## src/source/mm_ram_consts.svh

```systemverilog
`ifndef MM_RAM_CONSTS_SVH
`define MM_RAM_CONSTS_SVH

// ------------------------------------------------------------
// memory geometry
// ------------------------------------------------------------
`define RAM_ADDR_WIDTH      16
// debug code lives in the top 2^14 bytes of the RAM
`define DBG_ADDR_WIDTH      14
`define INSTR_RDATA_WIDTH   128

// ------------------------------------------------------------
// pseudo peripheral addresses
// ------------------------------------------------------------
`define MMADDR_TESTSTATUS   32'h2000_0000
`define MMADDR_EXIT         32'h2000_0004
`define MMADDR_TIMERREG     32'h1500_0000
`define MMADDR_TIMERVAL     32'h1500_0004
`define MMADDR_DBG          32'h1500_0008
`define MMADDR_TICKS        32'h1500_1004

// values written to the test status register
`define TEST_PASS_CODE      32'd123456789
`define TEST_FAIL_CODE      32'd1

`endif

```

## src/source/mm_ram_pkg.sv

```systemverilog
`include "mm_ram_consts.svh"

package mm_ram_pkg;

    typedef logic [31:0]                     word_t;
    typedef logic [`RAM_ADDR_WIDTH-1:0]      ram_addr_t;
    typedef logic [3:0]                      be_t;
    typedef logic [31:0]                     irq_vec_t;
    typedef logic [4:0]                      irq_id_t;
    typedef logic [`INSTR_RDATA_WIDTH-1:0]   iline_t;

    // source of the data returned in the rvalid cycle
    typedef enum logic [1:0] {
        SEL_RAM   = 2'd0,
        SEL_TICKS = 2'd1,
        SEL_ERR   = 2'd2
    } rdata_sel_e;

    // true when addr falls inside the debug module window
    function automatic logic in_dbg_window(input word_t addr, input word_t halt_addr);
        return (addr >= halt_addr) &&
               (addr < (halt_addr + word_t'(2 ** `DBG_ADDR_WIDTH)));
    endfunction

    // debug window accesses land at the top of the RAM
    function automatic ram_addr_t remap_addr(input word_t addr, input word_t halt_addr);
        ram_addr_t offset;
        offset = addr[`RAM_ADDR_WIDTH-1:0] - halt_addr[`RAM_ADDR_WIDTH-1:0];
        if (in_dbg_window(addr, halt_addr)) begin
            return offset + ram_addr_t'((2 ** `RAM_ADDR_WIDTH) - (2 ** `DBG_ADDR_WIDTH));
        end
        return addr[`RAM_ADDR_WIDTH-1:0];
    endfunction

endpackage

```

## src/source/mm_periph_if.sv

```systemverilog
`timescale 1ns/1ns

interface mm_periph_if;

    import mm_ram_pkg::*;

    // single cycle write strobes, high only in the cycle of the write
    logic  timer_mask_we;
    logic  timer_val_we;
    logic  dbg_we;
    logic  ticks_clr;
    // write data shared by all strobes
    word_t wdata;

    modport ctrl (
        output timer_mask_we, timer_val_we, dbg_we, ticks_clr, wdata
    );

    modport periph (
        input  timer_mask_we, timer_val_we, dbg_we, ticks_clr, wdata
    );

endinterface

```

## src/source/mm_addr_decoder.sv

```systemverilog
`timescale 1ns/1ns
`include "mm_ram_consts.svh"

module mm_addr_decoder (
    input  logic                  clk_i,
    input  logic                  rst_ni,
    input  mm_ram_pkg::word_t     dm_halt_addr_i,

    // data bus from the core
    input  logic                  data_req_i,
    input  mm_ram_pkg::word_t     data_addr_i,
    input  logic                  data_we_i,
    input  mm_ram_pkg::be_t       data_be_i,
    input  mm_ram_pkg::word_t     data_wdata_i,
    output logic                  data_gnt_o,
    output logic                  data_rvalid_o,
    output mm_ram_pkg::word_t     data_rdata_o,

    // RAM data port
    output logic                  ram_req_o,
    output mm_ram_pkg::ram_addr_t ram_addr_o,
    output logic                  ram_we_o,
    output mm_ram_pkg::be_t       ram_be_o,
    output mm_ram_pkg::word_t     ram_wdata_o,
    input  mm_ram_pkg::word_t     ram_rdata_i,

    input  mm_ram_pkg::word_t     ticks_i,

    output logic                  tests_passed_o,
    output logic                  tests_failed_o,
    output logic                  exit_valid_o,
    output mm_ram_pkg::word_t     exit_value_o,

    mm_periph_if.ctrl             periph
);

    import mm_ram_pkg::*;

    logic       is_ram;
    logic       data_rvalid_q;
    rdata_sel_e sel_d;
    rdata_sel_e sel_q;

    // no back-pressure, every request is granted at once
    assign data_gnt_o = data_req_i;

    assign is_ram = (data_addr_i < word_t'(2 ** `RAM_ADDR_WIDTH)) ||
                    in_dbg_window(data_addr_i, dm_halt_addr_i);

    // RAM address path is always remapped, ram_req_o qualifies it
    assign ram_addr_o   = remap_addr(data_addr_i, dm_halt_addr_i);
    assign ram_be_o     = data_be_i;
    assign ram_wdata_o  = data_wdata_i;
    assign periph.wdata = data_wdata_i;

    // ------------------------------------------------------------
    // access decode
    // ------------------------------------------------------------
    always_comb begin
        ram_req_o            = 1'b0;
        ram_we_o             = 1'b0;
        tests_passed_o       = 1'b0;
        tests_failed_o       = 1'b0;
        exit_valid_o         = 1'b0;
        exit_value_o         = '0;
        periph.timer_mask_we = 1'b0;
        periph.timer_val_we  = 1'b0;
        periph.dbg_we        = 1'b0;
        periph.ticks_clr     = 1'b0;
        sel_d                = SEL_ERR;

        if (data_req_i) begin
            if (is_ram) begin
                ram_req_o = 1'b1;
                ram_we_o  = data_we_i;
                if (!data_we_i) begin
                    sel_d = SEL_RAM;
                end
            end else if (data_we_i) begin
                case (data_addr_i)
                    `MMADDR_TESTSTATUS: begin
                        tests_passed_o = (data_wdata_i == `TEST_PASS_CODE);
                        tests_failed_o = (data_wdata_i == `TEST_FAIL_CODE);
                    end
                    `MMADDR_EXIT: begin
                        exit_valid_o = 1'b1;
                        exit_value_o = data_wdata_i;
                    end
                    `MMADDR_TIMERREG: periph.timer_mask_we = 1'b1;
                    `MMADDR_TIMERVAL: periph.timer_val_we  = 1'b1;
                    `MMADDR_DBG:      periph.dbg_we        = 1'b1;
                    `MMADDR_TICKS:    periph.ticks_clr     = 1'b1;
                    // writes outside the map are dropped
                    default: ;
                endcase
            end else if (data_addr_i == `MMADDR_TICKS) begin
                sel_d = SEL_TICKS;
            end
        end
    end

    always_ff @(posedge clk_i or negedge rst_ni) begin
        if (!rst_ni) begin
            data_rvalid_q <= 1'b0;
            sel_q         <= SEL_ERR;
        end else begin
            data_rvalid_q <= data_req_i;
            sel_q         <= sel_d;
        end
    end

    // read data steering in the rvalid cycle, unmapped reads give zero
    always_comb begin
        data_rdata_o = '0;
        if (data_rvalid_q) begin
            case (sel_q)
                SEL_RAM:   data_rdata_o = ram_rdata_i;
                SEL_TICKS: data_rdata_o = ticks_i;
                default:   data_rdata_o = '0;
            endcase
        end
    end

    assign data_rvalid_o = data_rvalid_q;

endmodule

```

## src/flat_wrapper.sv

```systemverilog
// flat-port wrapper written by rule: the top's interface ports become plain ports
module mm_addr_decoder_flat import mm_ram_pkg::*;
  (clk_i, rst_ni, dm_halt_addr_i, data_req_i, data_addr_i, data_we_i, data_be_i, data_wdata_i, data_gnt_o, data_rvalid_o, data_rdata_o, ram_req_o, ram_addr_o, ram_we_o, ram_be_o, ram_wdata_o, ram_rdata_i, ticks_i, tests_passed_o, tests_failed_o, exit_valid_o, exit_value_o, periph_timer_mask_we, periph_timer_val_we, periph_dbg_we, periph_ticks_clr, periph_wdata);
  mm_periph_if periph_i ();
  input  logic clk_i;
  input  logic rst_ni;
  input  mm_ram_pkg::word_t dm_halt_addr_i;
  input  logic data_req_i;
  input  mm_ram_pkg::word_t data_addr_i;
  input  logic data_we_i;
  input  mm_ram_pkg::be_t data_be_i;
  input  mm_ram_pkg::word_t data_wdata_i;
  output logic data_gnt_o;
  output logic data_rvalid_o;
  output mm_ram_pkg::word_t data_rdata_o;
  output logic ram_req_o;
  output mm_ram_pkg::ram_addr_t ram_addr_o;
  output logic ram_we_o;
  output mm_ram_pkg::be_t ram_be_o;
  output mm_ram_pkg::word_t ram_wdata_o;
  input  mm_ram_pkg::word_t ram_rdata_i;
  input  mm_ram_pkg::word_t ticks_i;
  output logic tests_passed_o;
  output logic tests_failed_o;
  output logic exit_valid_o;
  output mm_ram_pkg::word_t exit_value_o;
  output wire logic [$bits(periph_i.timer_mask_we)-1:0] periph_timer_mask_we;
  output wire logic [$bits(periph_i.timer_val_we)-1:0] periph_timer_val_we;
  output wire logic [$bits(periph_i.dbg_we)-1:0] periph_dbg_we;
  output wire logic [$bits(periph_i.ticks_clr)-1:0] periph_ticks_clr;
  output wire logic [$bits(periph_i.wdata)-1:0] periph_wdata;
  assign periph_timer_mask_we = periph_i.timer_mask_we;
  assign periph_timer_val_we = periph_i.timer_val_we;
  assign periph_dbg_we = periph_i.dbg_we;
  assign periph_ticks_clr = periph_i.ticks_clr;
  assign periph_wdata = periph_i.wdata;
  mm_addr_decoder u_core (.clk_i(clk_i), .rst_ni(rst_ni), .dm_halt_addr_i(dm_halt_addr_i), .data_req_i(data_req_i), .data_addr_i(data_addr_i), .data_we_i(data_we_i), .data_be_i(data_be_i), .data_wdata_i(data_wdata_i), .data_gnt_o(data_gnt_o), .data_rvalid_o(data_rvalid_o), .data_rdata_o(data_rdata_o), .ram_req_o(ram_req_o), .ram_addr_o(ram_addr_o), .ram_we_o(ram_we_o), .ram_be_o(ram_be_o), .ram_wdata_o(ram_wdata_o), .ram_rdata_i(ram_rdata_i), .ticks_i(ticks_i), .tests_passed_o(tests_passed_o), .tests_failed_o(tests_failed_o), .exit_valid_o(exit_valid_o), .exit_value_o(exit_value_o), .periph(periph_i));
endmodule
```

## config.mk

```make
export PLATFORM = sky130hd
export DESIGN_NAME = mm_addr_decoder_flat
export DESIGN_NICKNAME = d
export VERILOG_FILES = /design/src/source/mm_ram_pkg.sv /design/src/source/mm_periph_if.sv /design/src/source/mm_addr_decoder.sv /design/src/flat_wrapper.sv
export VERILOG_INCLUDE_DIRS = /design/src /design/src/source
export SDC_FILE = /design/constraint.sdc
export NUM_CORES = 1
export LEC_CHECK = 0
export ABC_AREA = 1
export ABC_CLOCK_PERIOD_IN_PS = 3700
export BUFFER_PORTS_ARGS = -buffer_cell sky130_fd_sc_hd__buf_2
export CAP_MARGIN = 20
export CORE_AREA = 4 4 125 127
export DETAILED_ROUTE_END_ITERATION = 8
export DIE_AREA = 0 0 129 131
export GPL_TIMING_DRIVEN = 0
export PLACE_DENSITY = 0.73
export SYNTH_ARGS = -nofsm -noshare
export SYNTH_HDL_FRONTEND = slang
export SYNTH_SLANG_ARGS = --single-unit
```

## constraint.sdc

```tcl
create_clock -name clk_i -period 3.7 [get_ports clk_i]
set_input_delay 0.37 -clock clk_i [delete_from_list [all_inputs] [get_ports clk_i]]
set_output_delay 0.37 -clock clk_i [all_outputs]
set_load 0.03 [all_outputs]
```

# Yosys cells after proc, flatten, opt, wreduce, memory -nomap -nowiden
# Cells that the tools add are included.
# word_totals
elab_cells,66
romBits,0
ram_bits,0
latch_bits,0
memories,0
reg_bits,3
# op_classes
bitwise_logic,0
reduce_logical,3
n_shift,0
magnitude_cmp,3
div_mod_pow,0
muxes,46
mul,0
n_addsub,3
n_eq_ne,9
# op_table
cell,count
$mux W32,5
$eq A32 B29 Y1 const B,4
$eq A32 B30 Y1 const B,2
$pmux W32 S2,1
$mux W1,33
$add A32 B15 Y32 const B,1
$eq A32 B1 Y1 const B,1
$eq A32 B27 Y1 const B,1
$ge A32 B32 Y1,1
$lt A32 B17 Y1 const B,1
$lt A32 B32 Y1,1
$mux W16,2
$add A16 B16 Y16 const B,1
$sub A16 B16 Y16,1
$mux W2,5
$eq A2 B1 Y1 const B,1
$logic_not A2 Y1,1
$logic_and A1 B1 Y1,1
$logic_or A1 B1 Y1,1

# Longest topological paths before layout
# Gate-level depths: netlist of run 1.
# depth
depth_word,6
depth_mapped,21
mapped_depth_nobuf,20

# Worst setup path before layout of run 1
# No wires, ideal clock.
# synth_path
path_type,input -> output
from,in dm_halt_addr_i[14]
to,out ram_addr_o[0]
path_slack_ps,206
arrival_ps,3124
path_stages,19
cell_sequence,ha_1 > nand3_2 > inv_1 > nand4_1 > nor2_1 > nand2_1 > nor2_2 > nand3_2 > nor2_1 > xor2_1 > ha_1 > nand2_1 > o21ai_0 > a21oi_1 > nand2_1 > nor2_1 > nand2_2 > buf_2 > o21ai_0
# synth_between
elab_chain_len,5
# synth_lines
item,line_no,source
"start, declared",flat_wrapper.sv:7,input mm_ram_pkg::word_t dm_halt_addr_i;
$add A32 B15 Y32,mm_ram_pkg.sv:22,(addr < (halt_addr + word_t'(2 ** `DBG_ADDR_WIDTH)));
$lt A32 B32 Y1,mm_ram_pkg.sv:22,
$logic_and A1 B1 Y1 (*),mm_ram_pkg.sv:21,return (addr >= halt_addr) &&
$mux W1 (*),mm_ram_pkg.sv:29,"if (in_dbg_window(addr, halt_addr)) begin"
$mux W16 (*),mm_ram_pkg.sv:32,return addr[`RAM_ADDR_WIDTH-1:0];
"end, declared",flat_wrapper.sv:17,output mm_ram_pkg::ram_addr_t ram_addr_o;
# Every way passes the cells marked *; elsewhere a longest branch is shown, timed or not.

# Worst setup path after layout of run 1
# layout_path
from,in dm_halt_addr_i[16]
to,out exit_value_o[25]
# layout_between
elab_chain_len,6
# layout_lines
item,line_no,source
$add A32 B15 Y32,mm_ram_pkg.sv:22,
$lt A32 B32 Y1,mm_ram_pkg.sv:22,
$logic_and A1 B1 Y1 (*),mm_ram_pkg.sv:21,
$logic_or A1 B1 Y1 (*),mm_addr_decoder.sv:47,assign is_ram = (data_addr_i < word_t'(2 ** `RAM_ADDR_WIDTH)) ||
$mux W32 (*),mm_addr_decoder.sv:73,if (is_ram) begin
$mux W32 (*),mm_addr_decoder.sv:72,if (data_req_i) begin
"end, declared",flat_wrapper.sv:26,output mm_ram_pkg::word_t exit_value_o;
# Marked as above.

==> flow_metrics.env, run 1 <==
export IMPL_period_needed_ps=3646
export IMPL_synth_top_cell_by_area="ha_1"
export IMPL_crit_fanout=10
export IMPL_max_freq_ghz=0.2743
export IMPL_nFillCells=1493
export IMPL_cap_violations=0
export IMPL_ys_warn_count=0
export IMPL_synthCells=783
export IMPL_cts_buffers=3
export IMPL_core_area_sq_mm=0.01442
export IMPL_vdd_drop_max_v=0.0001314
export IMPL_fin_util_pct=49.25
export IMPL_grt_usage_pct=20.27
export IMPL_num_vias=6094
export IMPL_seqPwrFrac_pct=3.0
export IMPL_synth_common_cells="nand2_1, inv_1, buf_4"
export IMPL_rows=44
export IMPL_rsz0062_at_grt="true"
export IMPL_yosysTopAreaCellShare_pct=17.93
export IMPL_synthToLayoutAreaGrowth_pct=54.29
export IMPL_drt_first_pass_iters=4
export IMPL_final_max_slew_viol_count=0
export IMPL_yosys_top_cells_area="ha_1, nand2_1, buf_4, inv_1, nand3_1"
export IMPL_wl_per_cell_um=14.98
export IMPL_crit_type="input port to output pin"
export IMPL_required_ps=3330
export IMPL_start_util_pct=31.92
export IMPL_grt_max_degree=11
export IMPL_power_density_mw_per_mm2=170.4
export IMPL_hold_violations=0
export IMPL_die_height_um=131
export IMPL_root_buffer="clkbuf_16"
export IMPL_dp_hpwl_mm=17.14
export IMPL_grt_pass1_wl_mm=27.28
export IMPL_synth_most_common_cell="nand2_1"
export IMPL_period_share_pct=98.53
export IMPL_path_delay_family="simple AND/OR/NAND/NOR gates"
export IMPL_cts_sinks=3
export IMPL_stdcell_count=1311
export IMPL_viasPerCell=4.648
export IMPL_path_cells="clkbuf_4 -> nand3_2 -> nor2_2 -> nand2_2 -> nor2_4 -> nand2_2 -> nor3_4 -> nand3_2 -> xor2_1 -> ha_1 -> nand4_1 -> nor2_2 -> nand3_2 -> a21oi_2 -> nor2_4 -> nand2_4 -> nand3_4 -> buf_6 -> nor2_2 -> clkbuf_4"
export IMPL_total_power_mw=1.210
export IMPL_placed_area_sq_mm=0.006446
export IMPL_ys_ff_latch=3
export IMPL_drc=0
export IMPL_regArea_sq_um=76.32
export IMPL_p_clk_share_pct=14.3
export IMPL_dp_cells=1289
export IMPL_multi_input_area_sq_mm=0.003607
export IMPL_fin_nets=1369
export IMPL_grt_pass1_vias=5438
export IMPL_crit_arrival_ps=3280
export IMPL_startpoint_type="input port"
export IMPL_power_switching_mw=0.6317
export IMPL_cp_end_kind="output pin"
export IMPL_ioPinCount=327
export IMPL_p_comb_share_pct=82.7
export IMPL_status="finished clean"
export IMPL_worstMarginPinSlew_ps=484.7
export IMPL_first_iter_violations=277
export IMPL_synth_area_sq_mm=0.004604
export IMPL_p_sw_share_pct=52.19
export IMPL_syn_nets=1025
export IMPL_dieArea_sq_mm=0.01690
export IMPL_gp_congestion=0.9527
export IMPL_async_flop_share_pct=100.0
export IMPL_drtAntennaViolNets=0
export IMPL_p_int_mw=0.5786
export IMPL_hold_path_class="input port to flip-flop"
export IMPL_die_width_um=129
export IMPL_synth_edf_count=0
export IMPL_antenna_found_initial=7
export IMPL_ys_seq_area_share_pct=1.658
export IMPL_ys_flop_type="dfrtp_1"
export IMPL_cp_slowest_cell="ha_1"
export IMPL_setup_violations=0
export IMPL_overflow=0
export IMPL_finalSetupTns_ps=0
export IMPL_cts_tree="done"
export IMPL_synth_cell_types=39
export IMPL_path_clk_slew_ps=30
export IMPL_max_slew_margin_pct=67.35
export IMPL_max_stage_delay_ps=330
export IMPL_portBuffers=322
export IMPL_avgSynthCellArea_sq_um=5.880
export IMPL_drive_gt1_share_pct=43.52
export IMPL_p_leak_nw=4.090
export IMPL_critPathBufInv=3
export IMPL_htreeDepth=1
export IMPL_stdcell_area_sq_mm=0.007104
export IMPL_cts_buffer_depth=2
export IMPL_routed_wl_mm=19.64
power by group through the flow:
stage | Combinational [mW] | Sequential (mW) | Clock, mW
final | 1.00 | 0.0361 | 0.173
after global routing | 1.10 | 0.0361 | 0.178
after CTS | 0.916 | 0.0360 | 0.178
after detailed placement | 0.887 | 0.0364 | 0
after global placement | 0.879 | 0.0362 | 0
after floorplan | 0.587 | 0.0371 | 0
stage by stage:
step | setup slack, ps | hold WS [ps]
2_1_floorplan | 206.3 | 74.41
3_5_place_dp | -314.7 | 171.9
5_1_grt | -172.6 | 379.3
3_3_place_gp | -300.8 | 167.1
6_report | 54.46 | 368.6
4_1_cts | 7.928 | 374.4
state kept, by name, summed over array words and instances, names as in the netlist:
name,flops
u_core.data_rvalid_o,1
u_core.sel_q,2
cells in the final DEF, fill, tap and decap left out, types with 4 or more instances in the layout:
cell | Yosys | layout
buf_8 | 0 | 6
nor2_1 | 59 | 51
fa_1 | 8 | 8
inv_2 | 2 | 4
nor3_1 | 14 | 13
inv_1 | 122 | 120
a21oi_1 | 57 | 54
nand4_1 | 21 | 21
clkbuf_16 | 0 | 5
xnor2_1 | 5 | 5
nand3_2 | 3 | 4
o21ai_0 | 22 | 12
buf_4 | 70 | 97
xor2_1 | 19 | 19
nor2_4 | 0 | 4
nor2_2 | 32 | 36
ha_1 | 66 | 65
nor4_1 | 4 | 4
nand2_1 | 166 | 158
clkbuf_1 | 13 | 14
nand3_1 | 65 | 63
o21ai_1 | 0 | 6
clkbuf_4 | 0 | 29
buf_2 | 1 | 264
a21o_1 | 4 | 4
nand2_2 | 1 | 7
buf_6 | 4 | 14
layout make-up:
cell class | count | share of cell area, %
tap | 184 | 3.241
timing repair buffer | 339 | 28.02
clock buffer | 4 | 1.110
antenna | 1 | 0.03522
buffer | 88 | 9.193
inverter | 124 | 6.552
multi-input combinational | 568 | 50.77
sequential | 3 | 1.074
worst paths after layout:
path	start	endpoint	slack, ps	cells past startpoint
setup / recovery	dm_halt_addr_i[16]	exit_value_o[25]	50	20
hold / removal	data_req_i	u_core.data_rvalid_o$_DFF_PN0_	370	1
max in group asynchronous	rst_ni	u_core.sel_q[1]$_DFF_PN1_	2960	2
min in group asynchronous	rst_ni	u_core.sel_q[0]$_DFF_PN0_	540	2
per-layer routing:
| metal | vias to the layer above | wire (um) | GRT usage, % |
|---|---|---|---|
| li1 | 3133 | - | - |
| met1 | 2717 | 7325 | 23.94 |
| met2 | 202 | 10080 | 36.31 |
| met3 | 30 | 1858 | 5.813 |
| met4 | 12 | 304 | 4.756 |
| met5 | - | 77 | 0 |
repair_timing:
| action | in CTS | in global routing |
|---|---|---|
| pin swaps | 3 | 15 |
| setup endpoints to repair | 57 | 57 |
| gates cloned | 0 | 2 |
| endpoints found under the hold margin | 2 | 0 |
| resized for setup | 32 | 117 |
| hold buffers | 1 | 0 |
| buffers inserted | 2 | 12 |
kinds of logic (layout without fill, tap and decap cells):
family,Yosys count,in the layout,synth area share (%)
buffers and inverters,212,555,23.67
other,0,1,0
xor gates and xnor gates,24,24,4.565
DFF,3,3,1.658
AOI/OAI and AO/OA,90,90,10.30
adders and majority gates,74,74,21.41
and+or+nand+nor,380,380,38.40
Power figures use the tool's default switching activity.
==> run 2, diff against run 1 <==
--- a/config.mk
+++ b/config.mk
@@ -10,11 +10,11 @@
 export ABC_CLOCK_PERIOD_IN_PS = 3700
 export BUFFER_PORTS_ARGS = -buffer_cell sky130_fd_sc_hd__buf_2
 export CAP_MARGIN = 20
-export CORE_AREA = 4 4 125 127
+export CORE_MARGIN = 4
+export CORE_UTILIZATION = 25
 export DETAILED_ROUTE_END_ITERATION = 8
-export DIE_AREA = 0 0 129 131
 export GPL_TIMING_DRIVEN = 0
-export PLACE_DENSITY = 0.73
+export PLACE_DENSITY = 0.61
 export SYNTH_ARGS = -nofsm -noshare
 export SYNTH_HDL_FRONTEND = slang
 export SYNTH_SLANG_ARGS = --single-unit
==> run 2 against run 1 <==
Compared with the run above: fmax down 0.28%; via count is 0.20% higher; sequential power fell by 1%; clock power fell by 2%; combinational power is 8% higher; sequential share of layout area decreased by 0.062 points; power rose by 6.6%; cell count increased by 3.7%; critical endpoint is now exit_value_o[4]; first-iteration DRC count fell by 20%; wire length increased by 4.2%; die area increased by 22%.
==> flow_metrics.env, run 2 (synthesized netlist as in run 1, its figures left out) <==
export IMPL_required_ps=3330
export IMPL_antenna_cells=0
export IMPL_hold_violations=0
export IMPL_total_power_mw=1.290
export IMPL_first_iter_violations=221
export IMPL_crit_fanout=10
export IMPL_cts_sinks=3
export IMPL_path_common_cell="nor2_2"
export IMPL_path_clk_slew_ps=30
export IMPL_stdcell_area_sq_mm=0.007542
export IMPL_start_util_pct=25.54
export IMPL_synthToLayoutAreaGrowth_pct=63.80
export IMPL_cts_tree="done"
export IMPL_largest_register="u_core.sel_q"
export IMPL_rows=49
export IMPL_cts_buffers=3
export IMPL_drtAntennaViolNets=0
export IMPL_whs_path_depth=1
export IMPL_hold_path_class="input port to flip-flop"
export IMPL_cp_end_kind="output pin"
export IMPL_max_slew_margin_pct=68.12
export IMPL_fin_util_pct=41.84
export IMPL_gp_congestion=0.9158
export IMPL_max_stage_delay_ps=320
export IMPL_period_needed_ps=3656
export IMPL_setup_violations=0
export IMPL_grt_max_degree=11
export IMPL_drt_first_pass_iters=4
export IMPL_dp_cells=1334
export IMPL_setup_ws_ps=44.35
export IMPL_root_buffer="clkbuf_16"
export IMPL_wl_per_cell_um=15.05
export IMPL_core_area_sq_mm=0.01802
export IMPL_final_max_slew_viol_count=0
export IMPL_routed_wl_mm=20.47
export IMPL_worstMarginPinSlew_ps=473.1
export IMPL_htreeDepth=1
export IMPL_final_cell_mix="buf_2, nand2_1, inv_1"
export IMPL_path_cells="buf_12 -> ha_4 -> nand3_4 -> inv_2 -> nand4_1 -> nor2_1 -> nand2_1 -> nor2_2 -> nand3_2 -> nor2_2 -> xor2_1 -> ha_1 -> nand4_1 -> nor2_2 -> nand3_2 -> a21oi_2 -> nor2_4 -> nand2_4 -> nand3_4 -> buf_6 -> nor2_2 -> clkbuf_4"
export IMPL_cap_violations=0
export IMPL_antenna_found_initial=0
export IMPL_path_delay_family="simple AND/OR/NAND/NOR gates"
export IMPL_die_height_um=143.7
export IMPL_grt_pass1_vias=5507
export IMPL_startpoint_type="input port"
export IMPL_finalSetupTns_ps=0
export IMPL_cp_slowest_cell="ha_1"
export IMPL_status="finished clean"
export IMPL_power_density_mw_per_mm2=171.0
export IMPL_rsz0062_at_grt="true"
export IMPL_grt_pass1_wl_mm=28.21
export IMPL_min_from="data_req_i"
export IMPL_viasPerCell=4.490
export IMPL_fin_nets=1374
export IMPL_stdcell_count=1360
export IMPL_largest_reg_flops=2
export IMPL_vdd_drop_max_v=0.0002967
export IMPL_critPathBufInv=4
export IMPL_fin_hold_ws_ps=360.4
export IMPL_place_ws_ps=-394.3
export IMPL_num_vias=6106
export IMPL_period_share_pct=98.80
export IMPL_placed_area_sq_mm=0.006502
export IMPL_cp_endpoint="exit_value_o[4]"
export IMPL_cts_buffer_depth=2
export IMPL_dieArea_sq_mm=0.02065
export IMPL_p_leak_nw=4.197
export IMPL_grt_usage_pct=16.93
export IMPL_overflow=0
export IMPL_ioPinCount=327
export IMPL_die_width_um=143.7
export IMPL_layout_commonest_cell="buf_2"
export IMPL_path_depth=22
export IMPL_drc=0
export IMPL_crit_arrival_ps=3290
export IMPL_drive_gt1_share_pct=46.33
export IMPL_max_freq_ghz=0.2735
export IMPL_portBuffers=322
export IMPL_dp_hpwl_mm=17.52
export IMPL_crit_type="input port to output pin"
export IMPL_worstSetupStartpoint="dm_halt_addr_i[14]"
run 2: worst min-delay path by stage:
stage	end	slack [ps]
after CTS	u_core.data_rvalid_o$_DFF_PN0_	360
after floorplan	u_core.data_rvalid_o$_DFF_PN0_	70
after global routing	u_core.data_rvalid_o$_DFF_PN0_	370
final	u_core.data_rvalid_o$_DFF_PN0_	360
after detailed placement	u_core.data_rvalid_o$_DFF_PN0_	170
after global placement	u_core.data_rvalid_o$_DFF_PN0_	170
run 2: layout make-up:
type / count / area (sq um)
Multi-Input combinational cell: 568 / 3831
Inverter: 124 / 470.5
Clock buffer: 4 / 78.83
Tap cell: 229 / 286.5
Timing Repair Buffer: 344 / 2135
Sequential cell: 3 / 76.32
Buffer: 88 / 664.4
Fill cell: 1919 / 10480
run 2: report_power, final:
group	total, mW	leakage [nW]	internal, mW	switching [mW]
clock network	0.169	0.0382	0.142	0.0274
logic	1.08	4.12	0.442	0.642
registers	0.0357	0.0362	0.0351	0.000643
total	1.29	4.20	0.620	0.670
run 2: per-layer routing:
metal / vias to the layer above / wire (um) / global-route usage, %
li1: 3149 / - / -
met1: 2770 / 8576 / 21.76
met2: 183 / 10660 / 32.22
met3: 4 / 1202 / 1.464
met4: 0 / 30 / 0.6938
met5: - / 0 / 0
run 2: what timing repair did:
item | in CTS | in global routing
gates resized for setup | 28 | 217
setup buffers | 1 | 17
hold buffers | 1 | 0
pin swaps | 5 | 32
endpoints found under the hold margin | 2 | 0
gates cloned | 0 | 3
setup endpoints to repair | 57 | 57
==> run 3, diff against run 2 <==
==> constraint.sdc (replaced) <==
create_clock -name clk_i -period 3.7 [get_ports clk_i]
set_input_delay 1.11 -clock clk_i [delete_from_list [all_inputs] [get_ports clk_i]]
set_output_delay 1.11 -clock clk_i [all_outputs]
set_load 0.03 [all_outputs]
==> run 3 against run 2 <==
Compared with the run above: the flow now finishes with violations (negative setup slack); hold slack better by 320 ps; sequential cell count unchanged; sequential share of layout area about the same; critical path type unchanged; critical endpoint is now exit_value_o[23].
==> flow_metrics.env, run 3 (synthesized netlist as in run 1, its figures left out) <==
export IMPL_status="finished with violations"
export IMPL_failed_checks="negative setup slack"
export IMPL_worstMarginPinSlew_ps=517.4
export IMPL_fin_nets=1381
export IMPL_rsz0062_at_grt="true"
export IMPL_dp_cells=1334
export IMPL_crit_arrival_ps=4060
export IMPL_crit_type="input port to output pin"
export IMPL_cp_slowest_cell="ha_1"
export IMPL_drt_first_pass_iters=4
export IMPL_grt_pass1_wl_mm=31.38
export IMPL_critPathBufInv=6
export IMPL_cts_sinks=3
export IMPL_largest_reg_flops=2
export IMPL_path_clk_slew_ps=30
export IMPL_num_vias=6181
export IMPL_drc=0
export IMPL_first_iter_violations=286
export IMPL_gp_congestion=0.9133
export IMPL_power_density_mw_per_mm2=167.3
export IMPL_crit_fanout=5
export IMPL_max_stage_delay_ps=300
export IMPL_wl_per_cell_um=15.34
export IMPL_dieArea_sq_mm=0.02065
export IMPL_grt_max_degree=11
export IMPL_cap_violations=0
export IMPL_drive_gt1_share_pct=47.63
export IMPL_p_sw_share_pct=52.15
export IMPL_period_share_pct=139.6
export IMPL_path_depth=24
export IMPL_synthToLayoutAreaGrowth_pct=70.65
export IMPL_cts_tree="done"
export IMPL_rows=49
export IMPL_setup_ws_ps=-1465
export IMPL_viasPerCell=4.522
export IMPL_start_util_pct=25.54
export IMPL_period_needed_ps=5165
export IMPL_htreeDepth=1
export IMPL_cts_buffers=3
export IMPL_path_cells="buf_8 -> ha_4 -> nand3_4 -> inv_2 -> nand4_1 -> nor2_1 -> nand2_1 -> nor2_2 -> nand3_2 -> nor2_2 -> xor2_1 -> ha_1 -> nand4_1 -> nor2_2 -> nand3_1 -> a21oi_2 -> nor2_4 -> nand2_4 -> buf_6 -> nand3_4 -> buf_12 -> buf_12 -> nor2_4 -> buf_6"
export IMPL_final_cell_mix="buf_2, nand2_1, inv_1"
export IMPL_stdcell_count=1367
export IMPL_p_int_mw=0.6290
export IMPL_portBuffers=322
export IMPL_max_slew_margin_pct=65.41
export IMPL_p_clk_share_pct=13.3
export IMPL_hold_violations=0
export IMPL_path_delay_family="simple AND/OR/NAND/NOR gates"
export IMPL_startpoint_type="input port"
export IMPL_ioPinCount=327
export IMPL_die_height_um=143.7
export IMPL_postCtsHoldBufs=0
export IMPL_power_switching_mw=0.6857
export IMPL_max_freq_ghz=0.1936
export IMPL_largest_register="u_core.sel_q"
export IMPL_vdd_drop_max_v=0.0001789
export IMPL_core_area_sq_mm=0.01802
export IMPL_setup_violations=59
export IMPL_path_common_cell="nor2_2"
export IMPL_antenna_cells=0
export IMPL_grt_pass1_vias=6147
export IMPL_root_buffer="clkbuf_16"
export IMPL_hold_path_class="input port to async pin"
export IMPL_nFillCells=1882
export IMPL_final_max_slew_viol_count=0
export IMPL_p_leak_nw=4.262
export IMPL_p_comb_share_pct=84.0
export IMPL_layout_commonest_cell="buf_2"
export IMPL_seqPwrFrac_pct=2.7
export IMPL_overflow=0
export IMPL_drtAntennaViolNets=0
export IMPL_cts_buffer_depth=2
export IMPL_routed_wl_mm=20.97
export IMPL_cp_end_kind="output pin"
export IMPL_required_ps=2590
export IMPL_total_power_mw=1.315
export IMPL_grt_usage_pct=18.83
export IMPL_dp_hpwl_mm=18.04
export IMPL_die_width_um=143.7
export IMPL_finalSetupTns_ps=-78910
export IMPL_antenna_found_initial=0
==> run 3: changes by cell type in the layout (fill, tap and decap cells not counted), sizes merged <==
| cell | change |
|---|---|
| inv | -2 |
| clkinv | +1 |
| dlygate4sd3 | -1 |
| buf | +29 |
| clkinvlp | +1 |
| clkbuf | -21 |
==> run 3: worst max-delay path by stage <==
| stage | startpoint | endpoint | slack (ps) |
|---|---|---|---|
| after floorplan | dm_halt_addr_i[14] | periph_dbg_we | -920 |
| after global placement | dm_halt_addr_i[14] | periph_timer_val_we | -1800 |
| after detailed placement | dm_halt_addr_i[14] | periph_dbg_we | -1800 |
| after CTS | dm_halt_addr_i[15] | exit_value_o[23] | -1440 |
| after global routing | dm_halt_addr_i[15] | ram_req_o | -1700 |
| final | dm_halt_addr_i[15] | exit_value_o[23] | -1470 |
==> run 3: layout make-up <==
cell class	count	area, sq um	area share [%]
multi-input combinational	568	3938	50.11
timing repair buffer	353	2357	30.00
buffer	86	646.9	8.232
inverter	124	474.2	6.035
tap	229	286.5	3.646
clock buffer	4	78.83	1.003
sequential	3	76.32	0.9713
==> run 3: per-stage QoR <==
step	util, %	hold WS (ps)	area (sq um)	worst slack [ps]
detailed placement	37.42	914.5	6744	-1803
global placement	37.42	922.6	6744	-1796
CTS	43.47	681.4	7836	-1445
global route	43.59	681.9	7858	-1699
finish	43.59	678.5	7858	-1465
floorplan	-	814.4	4846	-923.5
==> run 3: power by group through the flow <==
stage | Combinational, mW | Sequential, mW | Clock (mW)
floorplan | 0.637 | 0.0371 | 0
global placement | 0.945 | 0.0360 | 0
detailed placement | 0.949 | 0.0360 | 0
CTS | 1.10 | 0.0358 | 0.177
global route | 1.21 | 0.0359 | 0.182
finish | 1.10 | 0.0358 | 0.174
==> run 3: metal layers <==
| metal | up-vias | GRT usage, % | routed length, um |
|---|---|---|---|
| met5 | - | 0 | 0 |
| met4 | 0 | 3.469 | 397 |
| met3 | 26 | 1.930 | 1221 |
| met2 | 202 | 35.32 | 10840 |
| met1 | 2780 | 23.36 | 8510 |
| li1 | 3173 | - | - |
==> run 3: timing repair <==
item,in CTS,in global routing
gates cloned,3,0
endpoints found under the setup margin,59,59
setup buffers,26,3
pin swaps,29,5
endpoints found under the hold margin,0,0
resized for setup,215,12
